==> src/common/hyper_macros.svh <==
/* HyperBus read path dimensions
   Fixed widths and depths shared by the package and the RTL */

`ifndef HYPER_MACROS_SVH
`define HYPER_MACROS_SVH

// AXI read data width in bits
`define HYPER_AXI_DW 64

// 16-bit PHYs working side by side
`define HYPER_NUM_PHYS 2

// Byte counters inside one burst
`define HYPER_BURST_W 8

// Receive FIFO entries
`define HYPER_FIFO_DEPTH 4

`endif
==> src/common/hyper_pkg.sv <==
/* HyperBus read path types
   Width typedefs and the splitter FSM encoding */

`include "hyper_macros.svh"

package hyper_pkg;

  // One AXI read data word
  typedef logic [`HYPER_AXI_DW-1:0] axi_data_t;

  // One word from the PHYs, 16 bits per PHY
  typedef logic [16*`HYPER_NUM_PHYS-1:0] phy_word_t;

  // Byte lane inside an AXI word
  typedef logic [$clog2(`HYPER_AXI_DW/8)-1:0] byte_off_t;

  // Byte position inside a burst
  typedef logic [`HYPER_BURST_W-1:0] burst_cnt_t;

  // AXI beats minus one
  typedef logic [3:0] beat_len_t;

  // log2 of bytes per beat, 0 to 3 are legal
  typedef logic [2:0] axi_size_t;

  typedef enum logic [1:0] {
    Idle,
    WaitData,
    Sample,
    Emit
  } splitter_state_e;

endpackage

==> src/source/hyper_read_top.sv <==
`timescale 1ns/1ps

/* HyperBus read data path
   Command port, receive FIFO and splitter between the PHY and AXI */

module hyper_read_top (
  input  logic                  clk_i,
  input  logic                  rst_ni,
  input  logic                  cmd_req_i,
  input  hyper_pkg::byte_off_t  cmd_addr_i,
  input  hyper_pkg::beat_len_t  cmd_len_i,
  input  hyper_pkg::axi_size_t  cmd_size_i,
  output logic                  cmd_ack_o,
  input  logic                  phy_valid_i,
  input  hyper_pkg::phy_word_t  phy_data_i,
  input  logic                  phy_last_i,
  input  logic                  phy_error_i,
  output logic                  phy_ready_o,
  output logic                  r_valid_o,
  output hyper_pkg::axi_data_t  r_data_o,
  output logic                  r_last_o,
  output logic                  r_error_o,
  input  logic                  r_ready_i
);

  import hyper_pkg::*;

  logic       start, busy;
  byte_off_t  start_addr;
  beat_len_t  start_len;
  axi_size_t  start_size;

  logic       rx_valid, rx_ready, rx_last, rx_error;
  phy_word_t  rx_data;

  hyper_cmd_port cmd_port_inst (
    .clk_i        (clk_i),
    .rst_ni       (rst_ni),
    .cmd_req_i    (cmd_req_i),
    .cmd_addr_i   (cmd_addr_i),
    .cmd_len_i    (cmd_len_i),
    .cmd_size_i   (cmd_size_i),
    .busy_i       (busy),
    .cmd_ack_o    (cmd_ack_o),
    .start_o      (start),
    .start_addr_o (start_addr),
    .start_len_o  (start_len),
    .start_size_o (start_size)
  );

  hyper_rx_fifo rx_fifo_inst (
    .clk_i      (clk_i),
    .rst_ni     (rst_ni),
    .wr_valid_i (phy_valid_i),
    .wr_data_i  (phy_data_i),
    .wr_last_i  (phy_last_i),
    .wr_error_i (phy_error_i),
    .wr_ready_o (phy_ready_o),
    .rd_ready_i (rx_ready),
    .rd_valid_o (rx_valid),
    .rd_data_o  (rx_data),
    .rd_last_o  (rx_last),
    .rd_error_o (rx_error)
  );

  hyper_splitter splitter_inst (
    .clk_i        (clk_i),
    .rst_ni       (rst_ni),
    .start_i      (start),
    .start_addr_i (start_addr),
    .len_i        (start_len),
    .size_i       (start_size),
    .busy_o       (busy),
    .phy_valid_i  (rx_valid),
    .phy_data_i   (rx_data),
    .phy_last_i   (rx_last),
    .phy_error_i  (rx_error),
    .phy_ready_o  (rx_ready),
    .axi_valid_o  (r_valid_o),
    .axi_ready_i  (r_ready_i),
    .axi_data_o   (r_data_o),
    .axi_last_o   (r_last_o),
    .axi_error_o  (r_error_o)
  );

endmodule

==> src/hyper_splitter/hyper_splitter.sv <==
`timescale 1ns/1ps
`include "hyper_macros.svh"

/* HyperBus read splitter
   Packs PHY words into AXI words and emits one sized, possibly
   unaligned AXI read beat per command beat with last and error */

module hyper_splitter (
  input  logic                  clk_i,
  input  logic                  rst_ni,
  input  logic                  start_i,
  input  hyper_pkg::byte_off_t  start_addr_i,
  input  hyper_pkg::beat_len_t  len_i,
  input  hyper_pkg::axi_size_t  size_i,
  output logic                  busy_o,
  input  logic                  phy_valid_i,
  input  hyper_pkg::phy_word_t  phy_data_i,
  input  logic                  phy_last_i,
  input  logic                  phy_error_i,
  output logic                  phy_ready_o,
  output logic                  axi_valid_o,
  input  logic                  axi_ready_i,
  output hyper_pkg::axi_data_t  axi_data_o,
  output logic                  axi_last_o,
  output logic                  axi_error_o
);

  import hyper_pkg::*;

  localparam int unsigned PhyDW     = $bits(phy_word_t);
  localparam int unsigned WordBytes = 2 * `HYPER_NUM_PHYS;
  localparam int unsigned LaneW     = $clog2(`HYPER_AXI_DW / 8);
  localparam int unsigned WordW     = $clog2(WordBytes);

  splitter_state_e state_d, state_q;
  burst_cnt_t      axi_addr_d, axi_addr_q;
  burst_cnt_t      phy_cnt_d, phy_cnt_q;
  burst_cnt_t      end_d, end_q;
  axi_size_t       size_d, size_q;
  logic            err_d, err_q;
  logic            phy_done_d, phy_done_q;
  axi_data_t       buf_d, buf_q;

  burst_cnt_t              start_bytes, beat_bytes, beat_end, phy_cnt_next;
  logic [LaneW-WordW-1:0]  phy_half;
  logic                    phy_hs, axi_hs, last_beat;

  assign start_bytes  = burst_cnt_t'(1) << size_i;
  assign beat_bytes   = burst_cnt_t'(1) << size_q;
  assign beat_end     = (axi_addr_q & ~(beat_bytes - burst_cnt_t'(1))) + beat_bytes;
  assign phy_cnt_next = phy_cnt_q + burst_cnt_t'(WordBytes);
  assign phy_half     = phy_cnt_q[LaneW-1:WordW]; // Buffer half for the next word
  assign last_beat    = beat_end == end_q;

  assign busy_o      = state_q != Idle;
  assign phy_ready_o = state_q == Sample;
  assign axi_valid_o = state_q == Emit;
  assign axi_data_o  = buf_q;
  assign axi_last_o  = axi_valid_o && last_beat;
  assign axi_error_o = err_q;

  assign phy_hs = phy_valid_i && phy_ready_o;
  assign axi_hs = axi_valid_o && axi_ready_i;

  always_comb begin
    state_d    = state_q;
    axi_addr_d = axi_addr_q;
    phy_cnt_d  = phy_cnt_q;
    end_d      = end_q;
    size_d     = size_q;
    err_d      = err_q;
    phy_done_d = phy_done_q;
    buf_d      = buf_q;
    case (state_q)
      Idle: begin
        if (start_i) begin
          axi_addr_d = burst_cnt_t'(start_addr_i);
          // PHY stream starts on a word boundary
          phy_cnt_d  = burst_cnt_t'(start_addr_i) & ~burst_cnt_t'(WordBytes - 1);
          end_d      = (burst_cnt_t'(start_addr_i) & ~(start_bytes - burst_cnt_t'(1)))
                     + ((burst_cnt_t'(len_i) + burst_cnt_t'(1)) << size_i);
          size_d     = size_i;
          err_d      = 1'b0;
          phy_done_d = 1'b0;
          state_d    = WaitData;
        end
      end
      WaitData: begin
        if (phy_valid_i) begin
          state_d = Sample;
        end
      end
      Sample: begin
        if (phy_hs) begin
          buf_d[phy_half*PhyDW +: PhyDW] = phy_data_i;
          phy_cnt_d  = phy_cnt_next;
          err_d      = err_q | phy_error_i;
          phy_done_d = phy_last_i;
          if (phy_cnt_next >= beat_end || phy_last_i) begin
            state_d = Emit; // Beat covered or PHY burst over
          end
        end
      end
      Emit: begin
        if (axi_hs) begin
          axi_addr_d = beat_end;
          err_d      = 1'b0;
          if (last_beat) begin
            state_d = Idle;
          end else if (phy_cnt_q >= beat_end + beat_bytes) begin
            state_d = Emit; // Next narrow beat already buffered
          end else if (phy_done_q) begin
            state_d = Idle; // Short PHY burst, nothing more to come
          end else begin
            state_d = WaitData;
          end
        end
      end
      default: state_d = Idle;
    endcase
  end

  always_ff @(posedge clk_i or negedge rst_ni) begin
    if (!rst_ni) begin
      state_q    <= Idle;
      axi_addr_q <= '0;
      phy_cnt_q  <= '0;
      end_q      <= '0;
      size_q     <= '0;
      err_q      <= 1'b0;
      phy_done_q <= 1'b0;
    end else begin
      state_q    <= state_d;
      axi_addr_q <= axi_addr_d;
      phy_cnt_q  <= phy_cnt_d;
      end_q      <= end_d;
      size_q     <= size_d;
      err_q      <= err_d;
      phy_done_q <= phy_done_d;
    end
  end

  always_ff @(posedge clk_i) begin
    buf_q <= buf_d;
  end

endmodule

==> src/source/hyper_rx_fifo.sv <==
`timescale 1ns/1ps
`include "hyper_macros.svh"

/* HyperBus receive FIFO
   Single-clock circular buffer for PHY words with their last and error bits */

module hyper_rx_fifo (
  input  logic                  clk_i,
  input  logic                  rst_ni,
  input  logic                  wr_valid_i,
  input  hyper_pkg::phy_word_t  wr_data_i,
  input  logic                  wr_last_i,
  input  logic                  wr_error_i,
  output logic                  wr_ready_o,
  input  logic                  rd_ready_i,
  output logic                  rd_valid_o,
  output hyper_pkg::phy_word_t  rd_data_o,
  output logic                  rd_last_o,
  output logic                  rd_error_o
);

  import hyper_pkg::*;

  localparam int unsigned Depth = `HYPER_FIFO_DEPTH;
  localparam int unsigned PtrW  = $clog2(Depth);
  localparam int unsigned CntW  = $clog2(Depth + 1);

  phy_word_t         data_mem [Depth];
  logic [Depth-1:0]  last_mem;
  logic [Depth-1:0]  error_mem;
  logic [PtrW-1:0]   wr_ptr_q, rd_ptr_q;
  logic [CntW-1:0]   count_q;
  logic              push, pop;

  assign wr_ready_o = count_q != CntW'(Depth);
  assign rd_valid_o = count_q != '0;
  assign push       = wr_valid_i && wr_ready_o;
  assign pop        = rd_valid_o && rd_ready_i;

  assign rd_data_o  = data_mem[rd_ptr_q];
  assign rd_last_o  = last_mem[rd_ptr_q];
  assign rd_error_o = error_mem[rd_ptr_q];

  always_ff @(posedge clk_i or negedge rst_ni) begin
    if (!rst_ni) begin
      wr_ptr_q <= '0;
      rd_ptr_q <= '0;
      count_q  <= '0;
    end else begin
      if (push) begin
        wr_ptr_q <= (wr_ptr_q == PtrW'(Depth - 1)) ? '0 : wr_ptr_q + 1'b1;
      end
      if (pop) begin
        rd_ptr_q <= (rd_ptr_q == PtrW'(Depth - 1)) ? '0 : rd_ptr_q + 1'b1;
      end
      count_q <= count_q + CntW'(push) - CntW'(pop); // Both at once keeps level
    end
  end

  always_ff @(posedge clk_i) begin
    if (push) begin
      data_mem[wr_ptr_q]  <= wr_data_i;
      last_mem[wr_ptr_q]  <= wr_last_i;
      error_mem[wr_ptr_q] <= wr_error_i;
    end
  end

endmodule

==> src/source/hyper_cmd_port.sv <==
`timescale 1ns/1ps

/* HyperBus read command port
   Four-phase req/ack responder that latches a read command
   and fires a one-cycle start pulse to the splitter */

module hyper_cmd_port (
  input  logic                  clk_i,
  input  logic                  rst_ni,
  input  logic                  cmd_req_i,
  input  hyper_pkg::byte_off_t  cmd_addr_i,
  input  hyper_pkg::beat_len_t  cmd_len_i,
  input  hyper_pkg::axi_size_t  cmd_size_i,
  input  logic                  busy_i,
  output logic                  cmd_ack_o,
  output logic                  start_o,
  output hyper_pkg::byte_off_t  start_addr_o,
  output hyper_pkg::beat_len_t  start_len_o,
  output hyper_pkg::axi_size_t  start_size_o
);

  logic ack_q; // Low = waiting for req, high = acked
  logic start_q;
  logic accept;

  // No new burst while the splitter still runs one
  assign accept = !ack_q && cmd_req_i && !busy_i;

  always_ff @(posedge clk_i or negedge rst_ni) begin
    if (!rst_ni) begin
      ack_q   <= 1'b0;
      start_q <= 1'b0;
    end else begin
      start_q <= accept;
      if (accept) begin
        ack_q <= 1'b1;
      end else if (ack_q && !cmd_req_i) begin
        ack_q <= 1'b0; // Return to zero phase
      end
    end
  end

  always_ff @(posedge clk_i) begin
    if (accept) begin
      start_addr_o <= cmd_addr_i;
      start_len_o  <= cmd_len_i;
      start_size_o <= cmd_size_i;
    end
  end

  assign cmd_ack_o = ack_q;
  assign start_o   = start_q;

endmodule

==> config.mk <==
export PLATFORM = sky130hd
export DESIGN_NAME = hyper_read_top
export DESIGN_NICKNAME = d
export VERILOG_FILES = /design/src/common/hyper_pkg.sv /design/src/source/hyper_read_top.sv /design/src/hyper_splitter/hyper_splitter.sv /design/src/source/hyper_rx_fifo.sv /design/src/source/hyper_cmd_port.sv
export VERILOG_INCLUDE_DIRS = /design/src /design/src/common
export SDC_FILE = /design/constraint.sdc
export NUM_CORES = 1
export LEC_CHECK = 0
export BUFFER_PORTS_ARGS = -buffer_cell sky130_fd_sc_hd__buf_2
export CELL_PAD_IN_SITES_DETAIL_PLACEMENT = 1
export CELL_PAD_IN_SITES_GLOBAL_PLACEMENT = 1
export CORE_AREA = 2 2 159 161
export CTS_BUF_LIST = sky130_fd_sc_hd__clkbuf_4 sky130_fd_sc_hd__clkbuf_8
export CTS_CLUSTER_SIZE = 12
export DETAILED_ROUTE_END_ITERATION = 12
export DIE_AREA = 0 0 161 163
export PLACE_DENSITY_LB_ADDON = 0.25
export SYNTH_ARGS = -nofsm -noshare
export SYNTH_HDL_FRONTEND = slang
export SYNTH_SLANG_ARGS = --single-unit
==> constraint.sdc <==
create_clock -name clk_i -period 4.3 [get_ports clk_i]
set_clock_uncertainty 0.15 [all_clocks]
set_input_delay 0.86 -clock clk_i [delete_from_list [all_inputs] [get_ports clk_i]]
set_output_delay 0.86 -clock clk_i [all_outputs]
set_load 0.02 [all_outputs]
# Yosys cells after proc, flatten, opt, wreduce, memory -nomap -nowiden
# Memories as Yosys holds them, arrays and structs flattened.
# Index checks and enable logic that the tools add are counted.
# word_totals
ramBits	128
elab_cells	119
ff_bits	122
output_inout_bits	69
memories	1
input_bits	49
# mem_list
name	words	width	read_ports	rd_clocked_by_memory_dff	write_ports	line	text
rx_fifo_inst.data_mem	4	32	1	0	1	hyper_rx_fifo.sv:28	phy_word_t data_mem [Depth];
# op_classes
n_eq_ne	12
shift	5
reduce_logical	25
mux	36
order_cmp	5
bitwise_logic	5
addsub	12
# ops
cell	n
64-bit bitwise mux	1
32-bit by 34-bit variable shift with 64-bit output, first input constant	1
32-bit by 34-bit indexed part select with 64-bit output	1
6-bit negation with 34-bit output	1
8-bit two-way mux	4
8-bit case mux with 2 select lines	2
8-bit adder	3
2-bit two-way mux	9
8-bit >= comparator	2
8-bit NOT	2
1-bit by 3-bit << shifter with 8-bit output, first input constant	2
8-bit by 1-bit subtractor with 8-bit output, second input constant	2
1-bit two-way mux	12
8-bit by 3-bit adder with 8-bit output, second input constant	1
3-bit by 8-bit AND with 8-bit output	1
8-bit AND	1
4-bit bitwise mux	2
2-bit == test, second input constant	4
8-bit == test	1
1-bit logical AND	8
2-bit inequality test, second input constant	4
2-bit case mux with 4 select lines	1
2-bit nonzero test	4
8-bit by 3-bit << shifter with 8-bit output	1
22 further kinds	30

# Logic depth before layout (Yosys ltp)
# depth
depth_word	11
depth_mapped	23
ltp_nobuf	20

# Hierarchy
# From an unflattened synthesis, not the netlist that was laid out.
# hier_totals
cells_unflattened	719
hier_area_um2	11038.1
# by_module_without_submodules
mod	instances	seq_area_each_um2	area_per_inst_um2	cells_per_inst
hyper_rx_fifo	1	4259.1	5342.6	216
hyper_splitter	1	2647.5	5321.4	488
hyper_cmd_port	1	350.3	374.1	15

# Least setup slack after synthesis
# OpenSTA, ideal clock, no wires.
# synth_path
kind	reg-to-reg
startpoint	register splitter_inst.size_q[1]
endpoint	register splitter_inst.state_q[0]
stages_incl_launch_ff	23
t_arrival_ns	4.306
period_less_slack_ns	4.537
setup_ns	0.082
slack_ns	-0.237
t_required_ns	4.068
n_path_buf	3
cell_sequence	dfrtp_1 > buf_6 > buf_2 > nor3_1 > inv_1 > ha_1 > buf_2 > xnor2_1 > a31oi_1 > ha_1 > a21boi_0 > o211a_1 > o2111ai_1 > nand3_2 > xor2_2 > xor2_1 > ha_1 > a2111o_1 > a211o_1 > a31oi_1 > nor3b_1 > a21bo_1 > a31oi_1
# synth_between
elab_chain_len	11
word_cells_on_any_way	16
classes_between	add/sub: 3; order compare: 2; eq/ne: 2; shift: 1; mux: 4; bitwise: 2; reduce/logical: 2
# synth_rtl
element	line	text
start: declaration	hyper_splitter.sv:39	axi_size_t size_d, size_q;
start signal: assignment	hyper_splitter.sv:137	size_q <= size_d;
1-bit by 3-bit << shifter with 8-bit output (*)	hyper_splitter.sv:49	assign beat_bytes = burst_cnt_t'(1) << size_q;
8-bit by 1-bit subtractor with 8-bit output	hyper_splitter.sv:50	assign beat_end = (axi_addr_q & ~(beat_bytes - burst_cnt_t'(1))) + beat_bytes;
8-bit NOT	hyper_splitter.sv:50	
8-bit AND	hyper_splitter.sv:50	
8-bit adder	hyper_splitter.sv:50	
8-bit adder	hyper_splitter.sv:110	end else if (phy_cnt_q >= beat_end + beat_bytes) begin
8-bit >= comparator	hyper_splitter.sv:110	
2-bit two-way mux	hyper_splitter.sv:110	
2-bit two-way mux	hyper_splitter.sv:108	if (last_beat) begin
2-bit two-way mux	hyper_splitter.sv:105	if (axi_hs) begin
2-bit case mux with 4 select lines	hyper_splitter.sv:74	case (state_q)
end signal: assignment	hyper_splitter.sv:125	state_q <= Idle;
end signal: assignment	hyper_splitter.sv:133	state_q <= state_d;
end: declaration	hyper_splitter.sv:35	splitter_state_e state_d, state_q;
# Every way passes the cells marked *; elsewhere a longest branch is shown, timed or not. The select of a mux whose other input is x is not followed.
# A chain may end at the register's enable or synchronous reset.

# Worst setup path in the final report
# layout_path
startpoint	register splitter_inst.size_q[1]
endpoint	output port r_last_o
# layout_between
elab_chain_len	7
# layout_rtl
element	line	text
1-bit by 3-bit << shifter with 8-bit output (*)	hyper_splitter.sv:49	
8-bit by 1-bit subtractor with 8-bit output	hyper_splitter.sv:50	
8-bit NOT	hyper_splitter.sv:50	
8-bit AND	hyper_splitter.sv:50	
8-bit adder (*)	hyper_splitter.sv:50	
8-bit == test (*)	hyper_splitter.sv:53	assign last_beat = beat_end == end_q;
1-bit logical AND (*)	hyper_splitter.sv:59	assign axi_last_o = axi_valid_o && last_beat;
end: declaration	hyper_read_top.sv:21	output logic r_last_o,
# Every way passes the cells marked *; elsewhere a longest branch is shown, timed or not.

==> out/metrics.yaml <==
final_layout:
  nets: 1012
  drive_gt1_share_pct: 34.0
  final_util_pct: 54.1
  final_cells: 1290
  areaGrowthSynthToFinish_pct: 20.4
critical_path:
  crit_buf_inv: 6
  worstPathCellList: "buf_4 -> or4b_4 -> inv_1 -> ha_2 -> o21ai_0 -> a21oi_2 -> buf_4 -> nand2_1 -> a221oi_2 -> buf_4 -> buf_6 -> xor2_2 -> and4b_1 -> and3_4 -> buf_6"
  worst-r2r-cell-count: 21
  slowest_stage: "or4b_4"
  critPathKind: "register to output port"
  cp_data_arrival_time_ns: 3.56
  worstSetupStartpointType: "register"
  cpPeakStageDelay_ns: 0.53
  cp-end-kind: "output port"
  worstSetupPathDepth: 15
  cp_common_cell: "buf_4"
  crit_required_ns: 3.29
  cp_top_family: "simple AND/OR/NAND/NOR gates"
  crit_path_max_fanout: 3
sta:
  tightestPinTransition_ns: 1.20
  layout_setup_ws_ns: -0.265
  post-route-period-util_pct: 106
  rsz0062_at_grt: "yes"
  finalMaxSlewViolations: 0
  period_needed_ns: 4.57
  setup_viol: 2
  max-slew-margin-rel_pct: 20.0
  hold_viol_final: 0
  timing.fmax_ghz: 0.219
logic_synthesis:
  syn_area_um2: 11100
  async_flop_share_pct: 15.3
  syn_inst: 745
  avgSynthCellArea_um2: 14.9
  synth-seq-cells: 248
  ys_seq_area_share_pct: 65.5
  synth-edff-count: 210
  syn-num-nets: 830
  yosysWarningCount: 0
  ys_types: 78
  ys.flop_type: "edfxtp_1"
status:
  status: "complete, but fails checks"
  violations: "negative setup slack"
cts:
  cts_buffer_depth: 3
  htreeDepth: 2
  cts_hold_buf: 0
  cts.sinks: 248
  cts_inserted_buffers: 42
  cts_tree: "done"
  clk_latency_ns: 0.55
  root_buffer: "clkbuf_8"
  clk_pin_slew_ns: 0.06
floorplanning:
  die_h_um: 163
  fp.dieArea_um2: 26200
  initial_core_util_pct: 44.9
  pin_count: 118
  dieWidth_um: 161
  core-area_um2: 24700
  num_rows: 58
global_route:
  grt_pass1_vias: 7581
  grt_max_degree: 39
  grt_usage_pct: 19.7
  grt_antenna_before_repair: 3
  grt_pass1_wl_mm: 40.2
  gr-total-overflow: 0
placed_design:
  place_ws_ns: -0.156
  dp.cells: 1196
  finalWeightedCongestion: 0.783
  port_buffers: 117
  dp_hpwl_mm: 17.4
route:
  wl_per_cell_um: 19.6
  final_antenna_net_count: 0
  route.vias.total: 6779
  finalWirelength_mm: 25.3
  drc: 0
  drtIter0Drc: 348
  dr.pass1.iters: 4
  viasPerCell: 5.26
power:
  p_leak_nw: 5.21
  ir_worst_vdd_mv: 0.310
  power_density_nw_per_um2: 738
flow_run:
  cap_violations: 0
min_path:
  hold_path_class: "input port to asynchronous set/reset pin"
==> sequential cells by signal, summed over array words and instances, names as in the netlist, 2 cells and up <==
signal                      count
splitter_inst.end_q             8
rx_fifo_inst.error_mem          4
rx_fifo_inst.count_q            3
cmd_port_inst.start_len_o       4
rx_fifo_inst.rd_ptr_q           2
rx_fifo_inst.wr_ptr_q           2
splitter_inst.phy_cnt_q         6
cmd_port_inst.start_size_o      3
rx_fifo_inst.data_mem         128
splitter_inst.axi_data_o       64
rx_fifo_inst.last_mem           4
splitter_inst.axi_addr_q        8
splitter_inst.size_q            3
cmd_port_inst.start_addr_o      3
splitter_inst.state_q           2
==> worst paths after layout <==
| kind | start | slack [ns] | to |
|---|---|---|---|
| max | splitter_inst.size_q[1]$_DFFE_PN0P_ | -0.27 | r_last_o |
| min | rst_ni | 0.28 | cmd_port_inst.start_o$_DFF_PN0_ |
| max reg2reg | splitter_inst.size_q[1]$_DFFE_PN0P_ | -0.11 | splitter_inst.state_q[0]$_DFFE_PN0P_ |
| min reg2reg | splitter_inst.end_q[1]$_DFFE_PN0P_ | 0.36 | splitter_inst.end_q[1]$_DFFE_PN0P_ |
| max in group asynchronous | rst_ni | 3.06 | rx_fifo_inst.rd_ptr_q[1]$_DFFE_PN0P_ |
| min in group clk_i | cmd_addr_i[2] | 0.33 | cmd_port_inst.start_addr_o[2]$_DFFE_PP_ |
==> synthesized netlist by cell type, types with 2 or more instances <==
cell | instances | area, um2
nand3_1 | 17 | 85.1
buf_4 | 2 | 15.0
clkbuf_1 | 23 | 86.3
o211a_1 | 2 | 20.0
o22ai_1 | 4 | 25.0
dfrtp_1 | 38 | 951
edfxtp_1 | 210 | 6310
nand2b_1 | 3 | 18.8
and2_1 | 70 | 438
a21o_1 | 9 | 67.6
a211o_1 | 3 | 26.3
o221ai_1 | 2 | 17.5
xor3_1 | 2 | 47.6
mux2_2 | 2 | 22.5
o31ai_1 | 2 | 15.0
a22oi_1 | 2 | 15.0
nand2_1 | 59 | 221
ha_1 | 33 | 413
nor4b_2 | 2 | 30.0
buf_2 | 7 | 35.0
nor3b_1 | 5 | 37.5
xnor2_1 | 15 | 131
and3_1 | 11 | 68.8
a21boi_0 | 2 | 15.0
nand4_1 | 2 | 12.5
o21ai_0 | 22 | 110
nor2b_1 | 8 | 50.1
nor4b_1 | 2 | 17.5
o21a_1 | 2 | 15.0
a211oi_1 | 2 | 15.0
nor2_1 | 27 | 101
a31o_2 | 2 | 17.5
xor2_1 | 13 | 114
inv_1 | 24 | 90.1
nor3_1 | 8 | 40.0
mux4_2 | 34 | 766
a21oi_1 | 20 | 100
a31oi_1 | 11 | 68.8
fa_1 | 3 | 60.1
or3_1 | 2 | 12.5
==> cell usage in the layout (no fill, tap or decap), types with 7 or more instances in the layout <==
| cell type | netlist | final |
|---|---|---|
| edfxtp_1 | 210 | 210 |
| buf_2 | 7 | 116 |
| and2_1 | 70 | 70 |
| nand2_1 | 59 | 58 |
| buf_4 | 2 | 53 |
| clkbuf_8 | 0 | 43 |
| mux4_2 | 34 | 34 |
| dfrtp_1 | 38 | 34 |
| ha_1 | 33 | 29 |
| nor2_1 | 27 | 25 |
| o21ai_0 | 22 | 22 |
| inv_1 | 24 | 21 |
| a21oi_1 | 20 | 18 |
| clkbuf_4 | 0 | 18 |
| nand3_1 | 17 | 17 |
| xnor2_1 | 15 | 14 |
| xor2_1 | 13 | 12 |
| clkinv_1 | 1 | 10 |
| a31oi_1 | 11 | 10 |
| a21o_1 | 9 | 9 |
| nor3_1 | 8 | 7 |
==> per-layer routing <==
metal / vias to the layer above / GRT usage (%) / share of wire (%)
li1: 3161 / - / -
met1: 3440 / 24.2 / 42
met2: 127 / 35.0 / 52
met3: 51 / 3.54 / 3.6
met4: 0 / 7.22 / 2.7
met5: - / 0 / 0
==> report_power, final <==
part           total, mW  internal [mW]  switching, mW
sequential          3.69           3.33          0.357
clock               2.00           1.09          0.911
combinational       4.17           1.94           2.23
==> through the flow <==
| step | hold WS, ns | TNS, ns | instance area, um2 | total power, mW |
|---|---|---|---|---|
| 2_1_floorplan | 0.302 | 0 | 11200 | 6.31 |
| 3_3_place_gp | 0.328 | 0 | 12300 | 7.44 |
| 3_5_place_dp | 0.353 | -0.174 | 12300 | 7.65 |
| 4_1_cts | 0.281 | -0.494 | 13200 | 9.83 |
| 5_1_grt | 0.301 | -0.917 | 13300 | 10.5 |
| 6_report | 0.279 | -0.377 | 13300 | 9.85 |
==> worst reg2reg max path: stages (launching register included) <==
cell	delay, ns
dfrtp_2	0.42
buf_6	0.13
nor3_4	0.17
inv_2	0.06
ha_4	0.18
buf_4	0.16
nor4b_4	0.26
a22o_4	0.20
nand2_4	0.06
o31ai_4	0.27
xor2_1	0.21
inv_1	0.11
ha_4	0.29
nand2_1	0.06
o21a_1	0.18
xor2_1	0.15
ha_1	0.32
nand3_1	0.08
o211a_1	0.23
a221o_1	0.31
a21bo_1	0.19
a31oi_1	0.15
==> what timing repair did <==
item                       in CTS  in global routing
buffers inserted               12                  5
setup endpoints to repair       3                  3
resized for setup              12                 12
pin swaps                      10                 14
==> cell type report <==
cell class	count	area (um2)
clock buffers	61	727
fillers	2499	11300
diodes	3	7.51
flip-flops and latches	248	7260
multi-input cells	436	3750
inverters	27	103
repair buffers	172	1010
clock inverters	13	70.1
well taps	330	413
==> kinds of logic after synthesis <==
logic type      share of synthesized area (%)
mux                                      7.20
simple gates                             11.6
flops                                    65.5
xor+xnor                                 2.99
buf+inv                                  2.29
compound gates                           6.15
fa+ha+maj                                4.27
Power figures use the tool's default switching activity.
